`config.mk`:
```
export PLATFORM = sky130hd
export DESIGN_NAME = reg_block
export DESIGN_NICKNAME = d
export VERILOG_FILES = /design/src/reg_map_pkg.sv /design/src/bus_pkg.sv /design/src/reg_block.sv
export SDC_FILE = /design/constraint.sdc
export NUM_CORES = 1
export LEC_CHECK = 0
export BUFFER_PORTS_ARGS = -buffer_cell sky130_fd_sc_hd__clkbuf_2
export CORE_ASPECT_RATIO = 1.4
export CORE_MARGIN = 5
export CORE_UTILIZATION = 43
export DETAILED_ROUTE_END_ITERATION = 12
export GPL_TIMING_DRIVEN = 1
export PLACE_DENSITY_LB_ADDON = 0.25
export SYNTH_ARGS = -nofsm -noshare
export SYNTH_HDL_FRONTEND = slang
export SYNTH_SLANG_ARGS = --single-unit
```
`constraint.sdc`:
```
create_clock -name clk_125 -period 3.9 [get_ports clk_125]
set_input_delay 0.78 -clock clk_125 [delete_from_list [all_inputs] [get_ports clk_125]]
set_output_delay 0.78 -clock clk_125 [all_outputs]
set_load 0.03 [all_outputs]
```
`src/reg_map_pkg.sv`:
```
package reg_map_pkg;

  localparam int REG_IDX_W = 8;
  localparam int STATUS_W  = 8;

  // ------------------------------------------------------------------------
  // BAR0 register indices (word address bits 7:0)
  // ------------------------------------------------------------------------
  localparam logic [REG_IDX_W-1:0] REG_CNT0         = 8'h02;
  localparam logic [REG_IDX_W-1:0] REG_CNT1         = 8'h03;
  localparam logic [REG_IDX_W-1:0] REG_CNT2         = 8'h04;
  localparam logic [REG_IDX_W-1:0] REG_CNT3         = 8'h05;
  localparam logic [REG_IDX_W-1:0] REG_DMA_STATUS   = 8'h08;
  localparam logic [REG_IDX_W-1:0] REG_DMA_LEN_LO   = 8'h0a;
  localparam logic [REG_IDX_W-1:0] REG_DMA_LEN_HI   = 8'h0b;
  localparam logic [REG_IDX_W-1:0] REG_DMA_START_LO = 8'h10;
  localparam logic [REG_IDX_W-1:0] REG_DMA_START_HI = 8'h11;
  localparam logic [REG_IDX_W-1:0] REG_DMA_CUR_LO   = 8'h12;
  localparam logic [REG_IDX_W-1:0] REG_DMA_CUR_HI   = 8'h13;
  localparam logic [REG_IDX_W-1:0] REG_TX_WR_PTR    = 8'h18;
  localparam logic [REG_IDX_W-1:0] REG_TX_RD_PTR    = 8'h1a;
  localparam logic [REG_IDX_W-1:0] REG_LT0          = 8'h80;
  localparam logic [REG_IDX_W-1:0] REG_LT1          = 8'h81;
  localparam logic [REG_IDX_W-1:0] REG_LT2          = 8'h82;

  localparam int BAR_REG         = 0;
  localparam int BAR_SLOT        = 2;
  localparam int STATUS_INTR_BIT = 3;

  // reset values in bytes
  localparam logic [31:0] DMA_LEN_RST   = 32'h0001_0000;
  localparam logic [31:0] DMA_START_RST = 32'h1000_0000;

  // counter ticks between the request and the latch
  localparam logic [7:0] LT_COMP = 8'd3;

  // ------------------------------------------------------------------------
  // byte order: field byte 0 sits in bits 15:8 of the bus word
  // ------------------------------------------------------------------------
  function automatic logic [15:0] byte_swap(input logic [15:0] w);
    return {w[7:0], w[15:8]};
  endfunction

  // merge a bus write into one 16-bit field slice, in field order
  function automatic logic [15:0] merge_word(input logic [15:0] old_w,
                                             input logic [15:0] wdata,
                                             input logic [1:0]  sel);
    logic [15:0] m;
    m = old_w;
    if (sel[1]) m[7:0]  = wdata[15:8];
    if (sel[0]) m[15:8] = wdata[7:0];
    return m;
  endfunction

endpackage

```
`src/bus_pkg.sv`:
```
package bus_pkg;

  localparam int SLOT_AW = 14;
  localparam int DATA_W  = 16;
  localparam int CNT_W   = 64;
  localparam int LT_W    = 48;

  // ------------------------------------------------------------------------
  // host bus word address, seen two ways
  // ------------------------------------------------------------------------

  // BAR0 view, byte address bits 19:1
  typedef struct packed {
    logic [7:0] upper;
    logic [2:0] page;
    logic [7:0] idx;
  } reg_addr_t;

  // BAR2 view, slot_sel is bit 15 of the byte address
  typedef struct packed {
    logic [3:0]         upper;
    logic               slot_sel;
    logic [SLOT_AW-1:0] word;
  } slot_addr_t;

  typedef union packed {
    reg_addr_t  reg_view;
    slot_addr_t slot_view;
  } slv_addr_t;

  // one host access, no stall
  typedef struct packed {
    logic [6:0]        bar;
    logic              ce;
    logic              we;
    slv_addr_t         addr;
    logic [DATA_W-1:0] wdata;
    logic [1:0]        sel;
  } slv_req_t;

  // DMA engine settings, all in words
  typedef struct packed {
    logic [19:0] len;
    logic [29:0] start;
    logic        load;
  } dma_cfg_t;

  // host write into the local-time register
  typedef struct packed {
    logic              valid;
    logic [1:0]        wsel;
    logic [DATA_W-1:0] data;
    logic [1:0]        sel;
  } lt_wr_t;

endpackage
```
`src/reg_block.sv`:
```
module reg_block (
  input  logic                        clk_125,
  input  logic                        sys_rst,
  input  bus_pkg::slv_req_t           slv_req_i,
  input  logic [bus_pkg::DATA_W-1:0]  slot_rdata_i,
  input  logic                        rec_intr_i,
  input  logic [29:0]                 dma_addr_cur_i,
  input  logic [bus_pkg::SLOT_AW-1:0] tx_rd_ptr_i,
  input  logic [bus_pkg::CNT_W-1:0]   global_count_i,
  input  logic [bus_pkg::LT_W-1:0]    local_time_i,
  output logic [bus_pkg::DATA_W-1:0]  slv_rdata_o,
  output logic                        sys_intr_o,
  output bus_pkg::dma_cfg_t           dma_cfg_o,
  output logic [bus_pkg::SLOT_AW-1:0] tx_wr_ptr_o,
  output bus_pkg::lt_wr_t             lt_wr_o
);

  logic [reg_map_pkg::REG_IDX_W-1:0] idx;
  logic [reg_map_pkg::REG_IDX_W-1:0] lt_off;
  logic                              reg_wr;
  logic                              reg_rd;
  logic                              dma_wr;
  logic [reg_map_pkg::STATUS_W-1:0]  dma_status;
  bus_pkg::dma_cfg_t                 dma_q;
  logic [bus_pkg::SLOT_AW-1:0]       tx_wr_ptr;
  logic [31:0]                       len_b;
  logic [31:0]                       start_b;
  logic [31:0]                       cur_b;
  logic [31:0]                       old_b;
  logic [31:0]                       new_b;
  logic [15:0]                       rd_word;
  logic [15:0]                       rdata_q;
  logic [15:0]                       cur_hi_q;

  // ------------------------------------------------------------------------
  // decode
  // ------------------------------------------------------------------------
  assign idx    = slv_req_i.addr.reg_view.idx;
  assign reg_wr = slv_req_i.bar[reg_map_pkg::BAR_REG] & slv_req_i.ce &
                  (slv_req_i.addr.reg_view.page == 3'd0) & slv_req_i.we;
  assign reg_rd = slv_req_i.bar[reg_map_pkg::BAR_REG] & slv_req_i.ce &
                  (slv_req_i.addr.reg_view.page == 3'd0) & ~slv_req_i.we;
  assign dma_wr = reg_wr && (idx == reg_map_pkg::REG_DMA_LEN_LO ||
                             idx == reg_map_pkg::REG_DMA_LEN_HI ||
                             idx == reg_map_pkg::REG_DMA_START_LO ||
                             idx == reg_map_pkg::REG_DMA_START_HI);

  // byte views, two zero bits below each word address
  assign len_b   = {10'h0, dma_q.len, 2'b00};
  assign start_b = {dma_q.start, 2'b00};
  assign cur_b   = {dma_addr_cur_i, 2'b00};

  // local-time writes go straight to the timestamp unit
  assign lt_off        = idx - reg_map_pkg::REG_LT0;
  assign lt_wr_o.valid = reg_wr && idx >= reg_map_pkg::REG_LT0 && idx <= reg_map_pkg::REG_LT2;
  assign lt_wr_o.wsel  = lt_off[1:0];
  assign lt_wr_o.data  = slv_req_i.wdata;
  assign lt_wr_o.sel   = slv_req_i.sel;

  // ------------------------------------------------------------------------
  // write merge
  // ------------------------------------------------------------------------
  always_comb begin
    unique case (idx)
      reg_map_pkg::REG_DMA_STATUS:   old_b = {24'h0, dma_status};
      reg_map_pkg::REG_DMA_LEN_LO,
      reg_map_pkg::REG_DMA_LEN_HI:   old_b = len_b;
      reg_map_pkg::REG_DMA_START_LO,
      reg_map_pkg::REG_DMA_START_HI: old_b = start_b;
      reg_map_pkg::REG_TX_WR_PTR:    old_b = {18'h0, tx_wr_ptr};
      default:                       old_b = '0;
    endcase
    // odd index is the upper half of the field
    new_b = old_b;
    if (idx[0]) begin
      new_b[31:16] = reg_map_pkg::merge_word(old_b[31:16], slv_req_i.wdata, slv_req_i.sel);
    end else begin
      new_b[15:0] = reg_map_pkg::merge_word(old_b[15:0], slv_req_i.wdata, slv_req_i.sel);
    end
  end

  // read mux
  always_comb begin
    unique case (idx)
      reg_map_pkg::REG_CNT0:         rd_word = reg_map_pkg::byte_swap(global_count_i[15:0]);
      reg_map_pkg::REG_CNT1:         rd_word = reg_map_pkg::byte_swap(global_count_i[31:16]);
      reg_map_pkg::REG_CNT2:         rd_word = reg_map_pkg::byte_swap(global_count_i[47:32]);
      reg_map_pkg::REG_CNT3:         rd_word = reg_map_pkg::byte_swap(global_count_i[63:48]);
      reg_map_pkg::REG_DMA_STATUS:   rd_word = reg_map_pkg::byte_swap({8'h0, dma_status});
      reg_map_pkg::REG_DMA_LEN_LO:   rd_word = reg_map_pkg::byte_swap(len_b[15:0]);
      reg_map_pkg::REG_DMA_LEN_HI:   rd_word = reg_map_pkg::byte_swap(len_b[31:16]);
      reg_map_pkg::REG_DMA_START_LO: rd_word = reg_map_pkg::byte_swap(start_b[15:0]);
      reg_map_pkg::REG_DMA_START_HI: rd_word = reg_map_pkg::byte_swap(start_b[31:16]);
      reg_map_pkg::REG_DMA_CUR_LO:   rd_word = reg_map_pkg::byte_swap(cur_b[15:0]);
      reg_map_pkg::REG_DMA_CUR_HI:   rd_word = cur_hi_q;
      reg_map_pkg::REG_TX_WR_PTR:    rd_word = reg_map_pkg::byte_swap({2'b00, tx_wr_ptr});
      reg_map_pkg::REG_TX_RD_PTR:    rd_word = reg_map_pkg::byte_swap({2'b00, tx_rd_ptr_i});
      reg_map_pkg::REG_LT0:          rd_word = reg_map_pkg::byte_swap(local_time_i[15:0]);
      reg_map_pkg::REG_LT1:          rd_word = reg_map_pkg::byte_swap(local_time_i[31:16]);
      reg_map_pkg::REG_LT2:          rd_word = reg_map_pkg::byte_swap(local_time_i[47:32]);
      default:                       rd_word = '0;
    endcase
  end

  // ------------------------------------------------------------------------
  // control registers
  // ------------------------------------------------------------------------
  always_ff @(posedge clk_125) begin
    if (sys_rst) begin
      dma_status  <= '0;
      dma_q.len   <= reg_map_pkg::DMA_LEN_RST[21:2];
      dma_q.start <= reg_map_pkg::DMA_START_RST[31:2];
      dma_q.load  <= 1'b0;
      tx_wr_ptr   <= '0;
      rdata_q     <= '0;
    end else begin
      dma_q.load <= dma_wr;
      if (reg_wr) begin
        unique case (idx)
          reg_map_pkg::REG_DMA_STATUS:   dma_status  <= new_b[7:0];
          reg_map_pkg::REG_DMA_LEN_LO,
          reg_map_pkg::REG_DMA_LEN_HI:   dma_q.len   <= new_b[21:2];
          reg_map_pkg::REG_DMA_START_LO,
          reg_map_pkg::REG_DMA_START_HI: dma_q.start <= new_b[31:2];
          reg_map_pkg::REG_TX_WR_PTR:    tx_wr_ptr   <= new_b[13:0];
          default: ;
        endcase
      end
      // a receive pulse wins over a clearing write in the same cycle
      if (rec_intr_i) begin
        dma_status[reg_map_pkg::STATUS_INTR_BIT] <= 1'b1;
      end
      // read data holds until the next access
      if (slv_req_i.ce) begin
        rdata_q <= reg_rd ? rd_word : '0;
      end
    end
  end

  // upper half of the current address, frozen at the low-word read
  always_ff @(posedge clk_125) begin
    if (reg_rd && idx == reg_map_pkg::REG_DMA_CUR_LO) begin
      cur_hi_q <= reg_map_pkg::byte_swap(cur_b[31:16]);
    end
  end

  assign sys_intr_o  = dma_status[reg_map_pkg::STATUS_INTR_BIT];
  assign dma_cfg_o   = dma_q;
  assign tx_wr_ptr_o = tx_wr_ptr;
  assign slv_rdata_o = rdata_q | slot_rdata_i;

endmodule

```
==> impl_metrics.ini <==
[clock_tree]
cts_setup_buffers = 0
post_cts_resized = 0
cts_root_buffer = clkbuf_16
postCtsHoldBufs = 0
cts_sinks = 105
clk_latency_ns = 0.36
clockBufferDepth = 2
cts_buffers = 9
cts_tree = done
clkTransAtPathRegs_ns = 0.08
cts.htree.levels = 3

[yosys]
synth_compound_area_share_pct = 25.5
synthTopCellsByArea = dfxtp_1 (25%), mux2i_1 (7.0%), edfxtp_1 (6.8%)
synth_ff_type = dfxtp_1
yosys.area.top_type_share_pct = 25.3
synth_fa_ha_area_share_pct = 0
ys_top_cells_by_count = nand2_1 (121), dfxtp_1 (89), nand3_1 (67), a21oi_1 (60), clkbuf_1 (53)
netlist_instances = 887
ys.warnings.count = 0
async_reset_ff_share_pct = 0
synth_top_family_by_area = compound AO/OA/AOI/OAI gates
synth_xor_area_share_pct = 0
seq_area_frac_synth_pct = 32.2
synth.avg_cell_area_um2 = 7.93
synth_edf_count = 16
yosysUniqueCellTypes = 70
synth-simple-area-share_pct = 25.5
yosysMostFrequentCell = nand2_1
ys_seq_elements = 105
synthMuxAreaShare_pct = 9.70
syn-num-nets = 1108
syn-cell-area_um2 = 7030
post-synth-top-area-cell = dfxtp_1

[die]
coreArea_um2 = 16100
start_util_pct = 43.7
num_io_pins = 324
rows = 55
fp.dieW_um = 118
die_h_um = 161
dieArea_um2 = 19000

[placement]
port_buffers = 309
place_congestion = 1.01
postPlaceCellArea_um2 = 8680
post-place-ws_ns = 0.614
dp_hpwl_um = 25500

[final_layout]
final_area_um2 = 8970
drive_gt1_share_pct = 36.2
nets = 1368
syn_to_final_growth_pct = 27.5
diodes = 0

[sta]
min_period_ns = 3.20
finalCritPeriodShare_pct = 82.2
final.setup.worst_slack_ns = 0.696
setup_viol = 0
tns_ns = 0
relSlewSlack_pct = 27.2
clock_skew_ns = 0.0136
hold_viol_final = 0
rsz0062_at_grt = false
max_freq_ghz = 0.312
worstMarginPinSlew_ns = 1.09
finalMaxSlewViolations = 0

[route]
avgRoutedWirePerCell_um = 24.2
drt_iter0_markers = 809
vias = 8402
via_per_inst = 6.22
firstDrtPassIters = 5
drc = 0
postRouteAntennaNets = 0
wl_um = 32600

[power]
ir_worst_vdd_uv = 260
cellPowerDensity_nw_per_um2 = 275
cellLeakagePower_nw = 3.77

[run_status]
status = complete, no violations

[min_path]
min_path_type = flip-flop to flip-flop

[global_routing]
grt_remaining_overflow = 0
antenna_found_initial = 0
grt_pass1_wl_um = 48800
grt_max_degree = 63
grt.total_usage_pct = 32.7
grt_pass1_vias = 8206

[worst_setup_path]
worstPathArrival_ns = 2.42
critical_path_buf_inv_count = 3
crit_chain = clkbuf_2 > buf_4 > nor2_1 > nand2_1 > nor3_1 > clkbuf_2
cp_top_family = buffers and inverters
crit_fanout = 30
critical_path_required_ns = 3.12
path_common_cell = clkbuf_2
end_kind = output pin
crit_type = primary input to output pin
startpoint_type = primary input
max_stage_delay_ns = 0.39
crit_slowest_cell = clkbuf_2

[flow_run]
maxCapViolations = 0
==> cells by family after synthesis <==
group,after synthesis
simple gates,348
compound gates,264
flops,105
buf+inv,104
mux,66
==> area by class of cell <==
class,count,area [µm²]
fillers,1570,7140
flip-flops and latches,105,2260
repair buffers,348,1840
multi-input cells,678,4310
inverters,5,18.8
clock buffers,9,225
clock inverters,7,63.8
well taps,199,249
==> through the flow <==
stage | utilization [%] | instances | power (W) | hold WS, ns
global placement | 53.9 | 1335 | 0.00157 | 0.440
CTS | 55.7 | 1351 | 0.00248 | 0.466
finish | 55.7 | 1351 | 0.00247 | 0.470
floorplan | - | 887 | 0.00137 | 0.417
detailed placement | 53.9 | 1335 | 0.00157 | 0.449
global route | 55.7 | 1351 | 0.00255 | 0.490
==> metal layers <==
layer	up-vias	share of wire [%]	GRT usage, %
met3	85	11	7.85
li1	3835	-	-
met1	3898	37	39.9
met5	-	0	0
met4	0	4.1	13.8
met2	584	48	54.8
==> worst paths after layout <==
check,start,to,slack (ns),cells past startpoint
max,slv_req_i[21],lt_wr_o[20],0.70,6
min,dma_status[1]$_SDFFE_PP0P_,dma_status[1]$_SDFFE_PP0P_,0.47,2
max reg2reg,cur_hi_q[11]$_DFFE_PP_,rdata_q[11]$_SDFFE_PP0P_,2.33,5
min reg2reg,dma_status[1]$_SDFFE_PP0P_,dma_status[1]$_SDFFE_PP0P_,0.47,2
==> registers in the layout, indices dropped and copies added (netlist names) <==
| register | count |
|---|---|
| cur_hi_q | 16 |
| dma_cfg_o | 51 |
| dma_status | 8 |
| rdata_q | 16 |
| tx_wr_ptr_o | 14 |
==> layout by cell type (no fill, tap or decap), types with 8 or more instances in the layout <==
cell and count:
a21oi_1 60, a221oi_1 12, a22oi_1 27, a31oi_1 18, and3_1 13, buf_4 39, clkbuf_16 9, clkbuf_2 308
dfxtp_1 89, edfxtp_1 16, mux2_2 17, mux2i_1 49, nand2_1 121, nand2b_1 16, nand3_1 67, nand4_1 12
nor2_1 35, nor2b_1 19, nor3_1 8, o211ai_1 12, o21ai_0 39, o221ai_1 9, o22ai_1 15, o311ai_0 11
or2_2 16
==> where the power goes <==
group | total (W) | switching (W) | internal (W)
sequential | 0.00110 | 0.000000693 | 0.00110
combinational | 0.000456 | 0.000280 | 0.000176
clock | 0.000916 | 0.000468 | 0.000448
total | 0.00247 | 0.000748 | 0.00172
==> tightest hold or removal path, cell delays in order (launching register included) <==
cell	delay, ns
dfxtp_1	0.33
nand2_1	0.05
a21oi_1	0.05
Power figures use the tool's default switching activity.
